`config.mk`:
```
export PLATFORM = sky130hd
export DESIGN_NAME = mii_tx_top
export DESIGN_NICKNAME = d
export VERILOG_FILES = /design/src/hdl/mac_byte_pkg.sv /design/src/hdl/mii_line_pkg.sv /design/src/hdl/ifg_timer.sv /design/src/hdl/mii_tx_top.sv /design/src/hdl/nibble_serializer.sv /design/src/hdl/tx_byte_fifo.sv /design/src/hdl/tx_nibble_fsm.sv
export SDC_FILE = /design/constraint.sdc
export NUM_CORES = 1
export LEC_CHECK = 0
export BUFFER_PORTS_ARGS = -buffer_cell sky130_fd_sc_hd__buf_2
export CAP_MARGIN = 10
export CELL_PAD_IN_SITES_DETAIL_PLACEMENT = 1
export CELL_PAD_IN_SITES_GLOBAL_PLACEMENT = 2
export CORE_MARGIN = 2
export CORE_UTILIZATION = 40
export DETAILED_ROUTE_END_ITERATION = 12
export PLACE_DENSITY = 0.64
export REMOVE_ABC_BUFFERS = 1
export SLEW_MARGIN = 20
export SYNTH_ARGS = -nofsm -noshare
export SYNTH_HDL_FRONTEND = slang
export SYNTH_SLANG_ARGS = --single-unit
```
`constraint.sdc`:
```
create_clock -name phy_tx_clk -period 5.5 [get_ports phy_tx_clk]
set_input_delay 1.1 -clock phy_tx_clk [delete_from_list [all_inputs] [get_ports phy_tx_clk]]
set_output_delay 1.1 -clock phy_tx_clk [all_outputs]
set_load 0.02 [all_outputs]
```
`src/hdl/mac_byte_pkg.sv`:
```
// host byte types only. Carries no logic and assumes the host writes whole bytes.

package mac_byte_pkg;

	// ************************************************************
	// host side data
	// ************************************************************

	localparam int BYTE_W = 8;                  // bits per host byte.

	typedef logic [BYTE_W-1:0] byte_t;          // one byte written by the host.

	localparam int NIB_W = BYTE_W / 2;          // each byte goes out as two halves.

endpackage

```
`src/hdl/mii_line_pkg.sv`:
```
// MII transmit line types. Only tx_en and tx_d are modeled, no tx_er and no collision input.

package mii_line_pkg;

	// ************************************************************
	// line encoding
	// ************************************************************

	typedef logic [3:0] nibble_t;               // one MII data nibble.

	typedef struct packed {
		logic    tx_en;                         // frame valid on the wire.
		nibble_t tx_d;                          // data nibble, zero while idle.
	} mii_tx_s;                                 // 5 bits in all.

	// ************************************************************
	// transmit sequencing
	// ************************************************************

	typedef enum logic [1:0] {
		tx_idle = 2'd0,                         // waiting for data, permission and gap.
		tx_lo   = 2'd1,                         // low nibble of head on its way out.
		tx_hi   = 2'd2,                         // high nibble, head is popped here.
		tx_gap  = 2'd3                          // interframe gap running.
	} tx_state_e;

endpackage

```
`src/hdl/ifg_timer.sv`:
```
// interframe gap down-counter. IFG_CYCLES must be at least 1, a new load restarts a running gap.
`timescale 1ns/1ps

module ifg_timer #(
	parameter int IFG_CYCLES = 24               // gap length in clock cycles.
) (
	input  logic phy_tx_clk,
	input  logic tx_rst2,
	input  logic gap_start,                     // one cycle load pulse.
	output logic gap_busy                       // high while the count is nonzero.
);

	// ************************************************************
	// counter
	// ************************************************************

	localparam int CW = $clog2(IFG_CYCLES + 1);      // wide enough to hold the load value.
	localparam logic [CW-1:0] LOAD = CW'(IFG_CYCLES);

	logic [CW-1:0] count;                       // cycles left in the gap.

	always_ff @(posedge phy_tx_clk) begin
		if (tx_rst2) begin
			count <= '0;                        // no gap after reset.
		end else if (gap_start) begin
			count <= LOAD;                      // load wins over decrement.
		end else if (count != '0) begin
			count <= count - 1'b1;              // stop at zero.
		end
	end

	// busy goes low on the cycle the count reaches zero
	assign gap_busy = |count;

endmodule

```
`src/hdl/mii_tx_top.sv`:
```
// MII transmit path on one clock. The host must run on phy_tx_clk, there is no preamble, CRC or collision handling.
`timescale 1ns/1ps

module mii_tx_top
	import mac_byte_pkg::*;
	import mii_line_pkg::*;
#(
	parameter int FIFO_AW    = 6,               // FIFO depth is 2**FIFO_AW.
	parameter int IFG_CYCLES = 24               // minimum idle cycles between frames.
) (
	input  logic    phy_tx_clk,
	input  logic    tx_rst2,
	input  logic    stb,                        // host write strobe.
	input  byte_t   data,                       // host byte.
	output logic    full,                       // writes are lost while high.
	input  logic    can_tx,                     // host allows transmission.
	output logic    empty,                      // FIFO empty, one cycle late.
	output mii_tx_s mii_tx                      // to the PHY.
);

	// ************************************************************
	// internal nets
	// ************************************************************

	byte_t head;                                // FIFO head byte.
	logic  fifo_empty;
	logic  more_than_one;
	logic  pop;
	logic  gap_start;
	logic  gap_busy;
	logic  drive;
	logic  hi_sel;

	// host empty flag, registered copy of the FIFO state
	always_ff @(posedge phy_tx_clk) begin
		if (tx_rst2) begin
			empty <= 1'b1;                      // FIFO starts empty.
		end else begin
			empty <= fifo_empty;
		end
	end

	// ************************************************************
	// datapath and control
	// ************************************************************

	tx_byte_fifo #(.FIFO_AW(FIFO_AW)) u_fifo (
		.phy_tx_clk    (phy_tx_clk),
		.tx_rst2       (tx_rst2),
		.stb           (stb),
		.data          (data),
		.pop           (pop),
		.head          (head),
		.full          (full),
		.fifo_empty    (fifo_empty),
		.more_than_one (more_than_one)
	);

	ifg_timer #(.IFG_CYCLES(IFG_CYCLES)) u_ifg (
		.phy_tx_clk (phy_tx_clk),
		.tx_rst2    (tx_rst2),
		.gap_start  (gap_start),
		.gap_busy   (gap_busy)
	);

	tx_nibble_fsm u_fsm (
		.phy_tx_clk    (phy_tx_clk),
		.tx_rst2       (tx_rst2),
		.can_tx        (can_tx),
		.fifo_empty    (fifo_empty),
		.more_than_one (more_than_one),
		.gap_busy      (gap_busy),
		.pop           (pop),
		.gap_start     (gap_start),
		.drive         (drive),
		.hi_sel        (hi_sel)
	);

	nibble_serializer u_ser (
		.phy_tx_clk (phy_tx_clk),
		.tx_rst2    (tx_rst2),
		.head       (head),
		.drive      (drive),
		.hi_sel     (hi_sel),
		.mii_tx     (mii_tx)
	);

endmodule

```
`src/hdl/nibble_serializer.sv`:
```
// nibble output register. Output lags the sequencer by one cycle, tx_d is forced to zero when idle.
`timescale 1ns/1ps

module nibble_serializer
	import mac_byte_pkg::*;
	import mii_line_pkg::*;
(
	input  logic    phy_tx_clk,
	input  logic    tx_rst2,
	input  byte_t   head,                       // byte at the FIFO head.
	input  logic    drive,                      // a nibble is due this cycle.
	input  logic    hi_sel,                     // upper half of head.
	output mii_tx_s mii_tx                      // registered MII output.
);

	// ************************************************************
	// nibble select
	// ************************************************************

	nibble_t nib_sel;                           // half of head chosen by hi_sel.
	mii_tx_s mii_nxt;                           // value for the next edge.

	assign nib_sel = hi_sel ? head[2*NIB_W-1:NIB_W] : head[NIB_W-1:0]; // low half first.

	always_comb begin
		mii_nxt.tx_en = drive;
		mii_nxt.tx_d  = drive ? nib_sel : '0;   // quiet data lines between frames.
	end

	// ************************************************************
	// output register
	// ************************************************************

	always_ff @(posedge phy_tx_clk) begin
		if (tx_rst2) begin
			mii_tx <= '0;                       // tx_en low, tx_d zero.
		end else begin
			mii_tx <= mii_nxt;
		end
	end

endmodule

```
`src/hdl/tx_byte_fifo.sv`:
```
// single clock FWFT byte FIFO. Depth is 2**FIFO_AW, writes while full are dropped, pop on empty is ignored.
`timescale 1ns/1ps

module tx_byte_fifo
	import mac_byte_pkg::*;
#(
	parameter int FIFO_AW = 6                   // address width, depth is 2**FIFO_AW.
) (
	input  logic  phy_tx_clk,
	input  logic  tx_rst2,
	input  logic  stb,                          // host write strobe.
	input  byte_t data,                         // host write byte.
	input  logic  pop,                          // discard head at this edge.
	output byte_t head,                         // oldest byte, valid while not empty.
	output logic  full,
	output logic  fifo_empty,
	output logic  more_than_one                 // a byte follows the head.
);

	// ************************************************************
	// storage and pointers
	// ************************************************************

	localparam logic [FIFO_AW:0] DEPTH = {1'b1, {FIFO_AW{1'b0}}}; // occupancy when full.

	byte_t              mem [2**FIFO_AW];       // payload only, no reset.
	logic [FIFO_AW-1:0] wr_ptr;                 // next slot to write.
	logic [FIFO_AW-1:0] rd_ptr;                 // slot holding head.
	logic [FIFO_AW:0]   count;                  // bytes stored, one extra bit for full.
	logic               push;                   // accepted write.
	logic               pull;                   // accepted pop.

	assign push = stb & ~full;                  // full drops the byte.
	assign pull = pop & ~fifo_empty;            // guard against a stray pop.

	always_ff @(posedge phy_tx_clk) begin
		if (push) begin
			mem[wr_ptr] <= data;                // write lands at the edge.
		end
	end

	// ************************************************************
	// pointer and count update
	// ************************************************************

	always_ff @(posedge phy_tx_clk) begin
		if (tx_rst2) begin
			wr_ptr <= '0;
			rd_ptr <= '0;
			count  <= '0;                       // comes out of reset empty.
		end else begin
			if (push) begin
				wr_ptr <= wr_ptr + 1'b1;        // wraps at the power of two.
			end
			if (pull) begin
				rd_ptr <= rd_ptr + 1'b1;
			end
			case ({push, pull})
				2'b10:   count <= count + 1'b1;
				2'b01:   count <= count - 1'b1;
				default: count <= count;        // both or neither, level unchanged.
			endcase
		end
	end

	// ************************************************************
	// flags and head
	// ************************************************************

	assign head          = mem[rd_ptr];         // fall through, no read latency.
	assign fifo_empty    = (count == '0);
	assign full          = (count == DEPTH);
	assign more_than_one = (count > 1);         // head plus at least one more.

endmodule

```
`src/hdl/tx_nibble_fsm.sv`:
```
// transmit sequencer. Frames stop only on byte boundaries, and no preamble or CRC is inserted.
`timescale 1ns/1ps

module tx_nibble_fsm
	import mii_line_pkg::*;
(
	input  logic phy_tx_clk,
	input  logic tx_rst2,
	input  logic can_tx,                        // host permission level.
	input  logic fifo_empty,
	input  logic more_than_one,                 // another byte behind head.
	input  logic gap_busy,                      // timer still counting.
	output logic pop,                           // drop head at this edge.
	output logic gap_start,                     // load the gap timer.
	output logic drive,                         // put a nibble on the wire.
	output logic hi_sel                         // pick the high nibble.
);

	// ************************************************************
	// state register
	// ************************************************************

	tx_state_e state;                           // current state.
	tx_state_e state_nxt;                       // next state.
	logic      frame_more;                      // frame carries on after this byte.

	assign frame_more = can_tx & more_than_one; // checked only in tx_hi.

	always_ff @(posedge phy_tx_clk) begin
		if (tx_rst2) begin
			state <= tx_idle;
		end else begin
			state <= state_nxt;
		end
	end

	// ************************************************************
	// transitions
	// ************************************************************

	always_comb begin
		state_nxt = state;                      // hold by default.
		case (state)
			tx_idle: begin
				if (can_tx && !fifo_empty && !gap_busy) begin
					state_nxt = tx_lo;          // start a frame.
				end
			end
			tx_lo: begin
				state_nxt = tx_hi;              // a byte is never split.
			end
			tx_hi: begin
				if (frame_more) begin
					state_nxt = tx_lo;          // next byte follows directly.
				end else begin
					state_nxt = tx_gap;         // end of frame.
				end
			end
			tx_gap: begin
				if (!gap_busy) begin
					state_nxt = tx_idle;        // gap has run out.
				end
			end
			default: begin
				state_nxt = tx_idle;
			end
		endcase
	end

	// ************************************************************
	// outputs, decoded from state
	// ************************************************************

	assign drive     = (state == tx_lo) || (state == tx_hi);
	assign hi_sel    = (state == tx_hi);
	assign pop       = (state == tx_hi);        // head is done after its high half.
	assign gap_start = (state == tx_hi) && !frame_more; // same edge as entering tx_gap.

endmodule

```
* Word level (Yosys, flattened, before mapping)
Memory sizes are Yosys's and may differ from the RTL's. A register that Yosys moved wholly into a read port is not among the register bits. Cells that the tools add are included. W data, S select, Z words.
Word-level totals: output and inout bits 7, memory bits (writable) 512, register bits 32, logic and storage cells 58, memories 1, input bits 12
Memories:
- u_fifo.mem | depth 64, width 8, rd ports 1, clocked after Yosys merged registers in 1, write ports 1, RTL line tx_byte_fifo.sv:26 | byte_t mem [2**FIFO_AW];
Cells by class: multiplexer cells 12, $add $sub $neg 5, $lt $le $gt $ge 1, reductions and logical operators 16, equal/unequal tests 8, bitwise operators 6
Operators with widths (number):
- $pmux W7 S2 | 1
- $add A6 B1 Y6 const B | 2
- $mux W6 | 2
- $mux W5 | 2
- $pmux W2 S4 | 1
- $add A7 B1 Y7 const B | 1
- $eq A7 B7 Y1 const B | 1
- $gt A7 B1 Y1 const B | 1
- $logic_not A7 Y1 | 1
- $sub A7 B1 Y7 const B | 1
- $eq A2 B2 Y1 const B | 3
- $mux W2 | 3
- $reduce_bool A5 Y1 | 1
- $reduce_or A5 Y1 | 1
- $sub A5 B1 Y5 const B | 1
- $eq A2 B1 Y1 const B | 2
- $mux W4 | 1
- $reduce_bool A2 Y1 | 2
- $reduce_or A2 Y1 | 2
- $and A1 B1 Y1 | 3
- $logic_and A1 B1 Y1 | 3
- $logic_not A1 Y1 | 3
- $not A1 Y1 | 3
- $logic_not A2 Y1 | 1
- 5 further kinds | 6

* Logic depth before layout (Yosys ltp)
depth in word-level cells 6, mapped depth 14, depth with buffers taken out 12

* Cells and area by module
From an unflattened synthesis, not the netlist that was laid out.
Unflattened totals: cell total of the unflattened synthesis 1087, area total of the unflattened synthesis 21519.4 um2
Modules (own cells, without submodules):
- tx_byte_fifo | area an instance 20912.6 um2, times used 1, cells an instance 1026
- ifg_timer | area an instance 239.0 um2, times used 1, cells an instance 26
- tx_nibble_fsm | area an instance 171.4 um2, times used 1, cells an instance 17
- nibble_serializer | area an instance 170.2 um2, times used 1, cells an instance 16
- mii_tx_top | area an instance 26.3 um2, times used 1, cells an instance 2

* Worst setup path before layout
No wires, ideal clock.
kind in2reg, from input stb, to register u_fifo.count[6], arrival 2611 ps, library setup time 128 ps, cell stages on the path 11, data required time 5372 ps, buffers on the path 2, setup slack 2761 ps, cell sequence nor2b_1 > buf_2 > inv_2 > ha_1 > clkbuf_1 > nor2b_1 > nand3_1 > a2bb2oi_1 > a211oi_1 > xnor2_1 > nor2_1
Between the ends: longest elaborated chain between the ends 3
RTL lines:
- start: declaration | RTL line mii_tx_top.sv:13 | input logic stb,
- $and A1 B1 Y1 * | RTL line tx_byte_fifo.sv:33 | assign push = stb & ~full;
- $eq A2 B1 Y1 / $eq A2 B2 Y1 (equally long branches) | RTL line tx_byte_fifo.sv:58 | case ({push, pull})
- $pmux W7 S2 / $reduce_bool A2 Y1 (equally long branches)
- end signal: assignment | RTL line tx_byte_fifo.sv:59 | 2'b10: count <= count + 1'b1;
- end signal: assignment | RTL line tx_byte_fifo.sv:60 | 2'b01: count <= count - 1'b1;
- end signal: assignment | RTL line tx_byte_fifo.sv:61 | default: count <= count;
- end: declaration | RTL line tx_byte_fifo.sv:29 | logic [FIFO_AW:0] count;
Mark *: on every way between the ends. The rest lies on a longest branch, timed or not. A chain may end at the register's enable or synchronous reset.

* Final worst setup path
from register u_fifo.count[0], to memory u_fifo.mem[17][7] (netlist bit) (enable)
Between the ends: longest elaborated chain between the ends 5
RTL lines:
- $eq A7 B7 Y1 | RTL line tx_byte_fifo.sv:72 | assign full = (count == DEPTH);
- $not A1 Y1 | RTL line tx_byte_fifo.sv:33
- $and A1 B1 Y1 | RTL line tx_byte_fifo.sv:33
- $mux W1 | RTL line tx_byte_fifo.sv:37 | if (push) begin
- $mux W1 (implied by the code) | RTL line tx_byte_fifo.sv:38 | mem[wr_ptr] <= data;
- end: declaration | RTL line tx_byte_fifo.sv:26
Every way passes these cells.

==> results.txt <==
----------------------------------------------------
[Detailed routing]
  Vias post-DR ... around 11000
  Total length of routed wires ... roughly 58000 µm
  Wire per inst ... about 29 µm
  Number of DRC markers in iteration 0 ... ~1100
  ANT nets after route ... 0
  Number of iterations in the first detailed-routing pass ... 5
  Via count normalized by instance count ... about 5.6
  DRC ... 0

[Timing]
  Worst slew margin relative to its limit ... around 30%
  Shortest clock period the worst path allows after layout ... approximately 3.8 ns
  Final period util ... approximately 70%
  Worst hold-check slack ... between 0.5 and 0.6 ns
  Final hold violation count ... 0
  Slew at the pin with the worst max-slew slack ... 1.049 ns
  Peak clock frequency supported by timing ... ~260 MHz
  Worst Clk Skew ... 0.02393 ns
  Setup repair after global routing missed its margin ... false
  Total count of max-transition violations in the final report ... 0
  Setup TNS ... 0 ns
  Setup violations, final ... 0

[CTS]
  Number of H-tree branching levels ... 2
  Clock buffers created by TritonCTS ... 58
  CTS root buffer ... sky130_fd_sc_hd__clkbuf_16
  Clock tree from TritonCTS ... yes
  Num Clock Sinks ... 550
  Clock-pin slew on the worst setup and hold paths ... ~0.060 ns
  Insertion delay of the later-clocked pin in the worst-skew pair ... 0.63 ns
  CTS Buffer Depth ... 3
  Quantity of hold-fixing buffers added after cts ... 0
  Post-CTS repair timing setup buffer count ... 0
  Number of cells upsized or downsized after cts ... 0

[Job]
  Number of max-cap violations ... 0

[Finish]
  Post-route cell area ... around 0.024 mm²
  Final net count ... between 1000 and 1500
  Final Non-Filler Cells ... 1992
  Footprint of the flip-flops and latches ... 0.01614 mm²
  FILL cells ... 5086
  Layout overhead on the synthesized area ... 12.17%
  Multi-input combinational cell area ... about 0.0052 mm²
  Fraction of final layout cells sized beyond drive strength 1 ... ~16%
  Final core utilization ... roughly 45%

[Synthesis]
  Mapped cell area ... ~0.022 mm²
  EDFF count, synth ... 512
  Share of the synthesized area in compound gates (AO/OA/AOI/OAI) ... under 10%
  Number of warning messages in the yosys log ... 0
  Leading cell types by total area after synthesis ... sky130_fd_sc_hd__edfxtp_1, sky130_fd_sc_hd__mux4_2, sky130_fd_sc_hd__mux2i_1
  Leading post-synthesis cells by instance count ... sky130_fd_sc_hd__edfxtp_1, sky130_fd_sc_hd__nor2_1, sky130_fd_sc_hd__mux2i_1, sky130_fd_sc_hd__mux4_2, sky130_fd_sc_hd__nand2_1
  Xor-xnor portion of the synthesized cell area ... less than 1%
  Yosys reg bits ... between 500 and 600
  Main combinational cell family by area after synthesis ... multiplexers
  Share of async-settable or async-resettable flops after synthesis ... 0%
  Most area-hungry cell type in the Yosys netlist ... sky130_fd_sc_hd__edfxtp_1
  Simple-gate portion of the synthesized area ... under 10%
  Most common cell in the synthesized netlist ... sky130_fd_sc_hd__edfxtp_1
  Adder-Cell Fraction of Synth Area ... less than 1%
  Post-synthesis cell count ... approximately 1200
  Multiplexer area fraction after synthesis ... roughly 13%
  Area fraction of the dominant cell type after synthesis ... between 70% and 80%
  Synth cell types ... 59
  Sequential element share of the synthesized area ... 74.01%
  Post-Synthesis Mean Instance Area ... around 18 µm²
  Ys flop type ... sky130_fd_sc_hd__edfxtp_1

[Critical path]
  Setup Crit Path Kind ... flip-flop to flip-flop
  Launching point of the worst reg2reg path ... u_fifo.count[0]
  Depth of the most critical reg-to-reg path ... 8
  Setup slack on the worst flop-to-flop path ... between 1.5 and 2 ns
  Setup crit start kind ... flip-flop
  Cell occurring most often along the worst timing path ... sky130_fd_sc_hd__nor2_1
  Crit-path cells ... inv_1 -> ha_1 -> and4_1 -> nor2b_1 -> inv_2 -> nor2_1 -> nand3b_1 -> nor2_1
  Arrival time worst endpoint ... roughly 4.1 ns
  Data required, critical path ... approximately 5.8 ns
  Worst path buffer plus inverter count ... 2
  CP top delay family ... simple AND/OR/NAND/NOR gates
  Critical-path maximum fanout ... 9
  Largest stage delay on the critical path ... 0.85 ns
  Worst r2r dst ... u_fifo.mem[17][7]
  Setup crit end kind ... flip-flop
  Worst-path cell with the longest stage delay ... sky130_fd_sc_hd__nor2_1

[Power]
  Leakage ... between 0.007 and 0.008 µW
  Worst vdd ir ... approximately 0.00024 V
  Reported net switching power ... 1979 µW
  Total power density per cell area ... about 370 mW/mm²
  Fraction of power spent switching nets ... a little over a fifth
  Gate power share ... under 10%
  Internal ... ~7000 µW
  Clock power share ... 42.9%
  Power share of the sequential group ... approximately 52%

[Floorplan]
  Die Area ... 0.05638 mm²
  Die span in y ... 237.5 µm
  Floorplan die width ... between 200 and 250 µm
  Top-level port count ... 19
  Starting density of the core ... between 40% and 50%
  Num rows ... 85
  Floorplan Core Area ... 0.05381 mm²

[Worst hold path]
  Start point of the worst hold path ... u_ifg.count[1]
  Hold-critical path endpoint ... u_ifg.count[1]
  Worst Hold Class ... flip-flop to flip-flop
  WHS Path Cells ... 2

[Place]
  Count of input and output buffers ... 18
  Placement Cell Area ... about 0.023 mm²
  Post-DP HPWL ... approximately 36000 µm
  Number of cells in the design after placement ... between 1500 and 2000
  RePlAce Congestion ... just under 0.8

[Run status]
  Status ... finished clean

[Global route]
  Antenna violations before repair ... 3
  Total grt overflow ... 0
  Maximum number of pins on one net before global-route repair ... 65
  First-pass GRT wire length ... between 80000 and 90000 µm
  All-layer global routing usage ... between 20% and 30%
  Number of global-route vias before repair ... approximately 12000

----------------------------------------------------
[sequential cells by signal (all words and copies together) (netlist names), named ones only]
register       flops
u_fifo.wr_ptr      6
u_ifg.count        5
u_fifo.mem       512
u_fsm.state        2
u_fifo.rd_ptr      6
u_ser.mii_tx       5
empty              1
u_fifo.count       7
[cells by family (layout without fill, tap and decap cells)]
kind of cell | Yosys count | count (layout)
AO/OA/AOI/OAI | 122 | 122
adder cells (fa/ha/maj) | 12 | 12
buffers and inverters | 82 | 157
other | 0 | 1
AND/OR/NAND/NOR | 251 | 251
multiplexers | 187 | 187
XOR/XNOR | 16 | 16
flip-flops | 550 | 550
[layout make-up]
type,instances,share of cell area [%]
Sequential cell,550,66.02
Tap cell,696,3.561
Multi-Input combinational cell,588,21.45
Inverter,10,0.1535
Clock buffer,75,6.196
Clock inverter,32,1.397
Antenna cell,1,0.01023
Timing Repair Buffer,40,1.218
[through the flow]
stage	worst slack [ns]	total power (µW)
after floorplan	-1.961	5007
after detailed placement	1.473	5253
final	1.655	9019
after CTS	1.629	9111
after global placement	1.576	5249
after global routing	1.323	9305
[cells in the final DEF (no fill, tap or decap), types with 3 or more instances in the layout]
cell type	Yosys	routed
sky130_fd_sc_hd__a211oi_1	14	14
sky130_fd_sc_hd__a21oi_1	19	19
sky130_fd_sc_hd__a22o_1	4	4
sky130_fd_sc_hd__a22oi_1	34	34
sky130_fd_sc_hd__a31oi_1	14	14
sky130_fd_sc_hd__buf_2	18	11
sky130_fd_sc_hd__buf_4	14	27
sky130_fd_sc_hd__bufinv_16	0	7
sky130_fd_sc_hd__clkbuf_1	23	17
sky130_fd_sc_hd__clkbuf_16	0	58
sky130_fd_sc_hd__clkinv_1	0	12
sky130_fd_sc_hd__clkinv_2	0	9
sky130_fd_sc_hd__dfxtp_1	38	35
sky130_fd_sc_hd__edfxtp_1	512	512
sky130_fd_sc_hd__ha_1	12	12
sky130_fd_sc_hd__inv_1	8	8
sky130_fd_sc_hd__mux2_2	5	5
sky130_fd_sc_hd__mux2i_1	100	100
sky130_fd_sc_hd__mux4_1	8	8
sky130_fd_sc_hd__mux4_2	74	74
sky130_fd_sc_hd__nand2_1	56	56
sky130_fd_sc_hd__nand2b_1	4	4
sky130_fd_sc_hd__nand3_1	25	25
sky130_fd_sc_hd__nand3b_1	6	6
sky130_fd_sc_hd__nand4_1	3	3
sky130_fd_sc_hd__nor2_1	101	101
sky130_fd_sc_hd__nor2b_1	18	17
sky130_fd_sc_hd__nor3_1	8	8
sky130_fd_sc_hd__nor3b_1	5	5
sky130_fd_sc_hd__o21ai_0	6	6
sky130_fd_sc_hd__o21ai_1	4	4
sky130_fd_sc_hd__o22ai_1	4	4
sky130_fd_sc_hd__o31ai_1	3	3
sky130_fd_sc_hd__or2_2	3	3
sky130_fd_sc_hd__or3_1	8	8
sky130_fd_sc_hd__xnor2_1	8	8
sky130_fd_sc_hd__xor2_1	8	8
[power groups by stage]
stage          sequential (µW)  combinational (µW)  clock [µW]
2_1_floorplan             4760                 249           0
3_3_place_gp              4750                 497           0
3_5_place_dp              4750                 501           0
4_1_cts                   4660                 503        3940
5_1_grt                   4670                 544        4090
6_report                  4660                 489        3870
[worst max-delay path by stage]
| stage | from | end | slack, ns | cells after the start |
|---|---|---|---|---|
| 2_1_floorplan | flip-flop | u_ser.mii_tx[2] | -1.96 | 6 |
| 3_3_place_gp | stb | u_fifo.mem[17][4] | 1.58 | 6 |
| 3_5_place_dp | stb | u_fifo.mem[17][7] | 1.47 | 6 |
| 4_1_cts | u_fifo.count[0] | u_fifo.mem[19][3] | 1.63 | 8 |
| 5_1_grt | u_fifo.count[0] | u_fifo.mem[27][6] | 1.32 | 8 |
| 6_report | u_fifo.count[0] | u_fifo.mem[17][7] | 1.66 | 8 |
[worst reg2reg max path, stage by stage (launching register included)]
cell and delay, ns:
sky130_fd_sc_hd__dfxtp_1 0.48, sky130_fd_sc_hd__inv_1 0.12, sky130_fd_sc_hd__ha_1 0.23, sky130_fd_sc_hd__and4_1 0.21, sky130_fd_sc_hd__nor2b_1 0.51, sky130_fd_sc_hd__inv_2 0.10
sky130_fd_sc_hd__nor2_1 0.23, sky130_fd_sc_hd__nand3b_1 0.75, sky130_fd_sc_hd__nor2_1 0.85
[metal layers]
metal | GRT usage (%) | wire, µm
met1 | 30.76 | 26610
met2 | 33.32 | 27260
met3 | 4.007 | 3180
met4 | 5.108 | 1233
met5 | 0 | 25
Power figures use the tool's default switching activity.
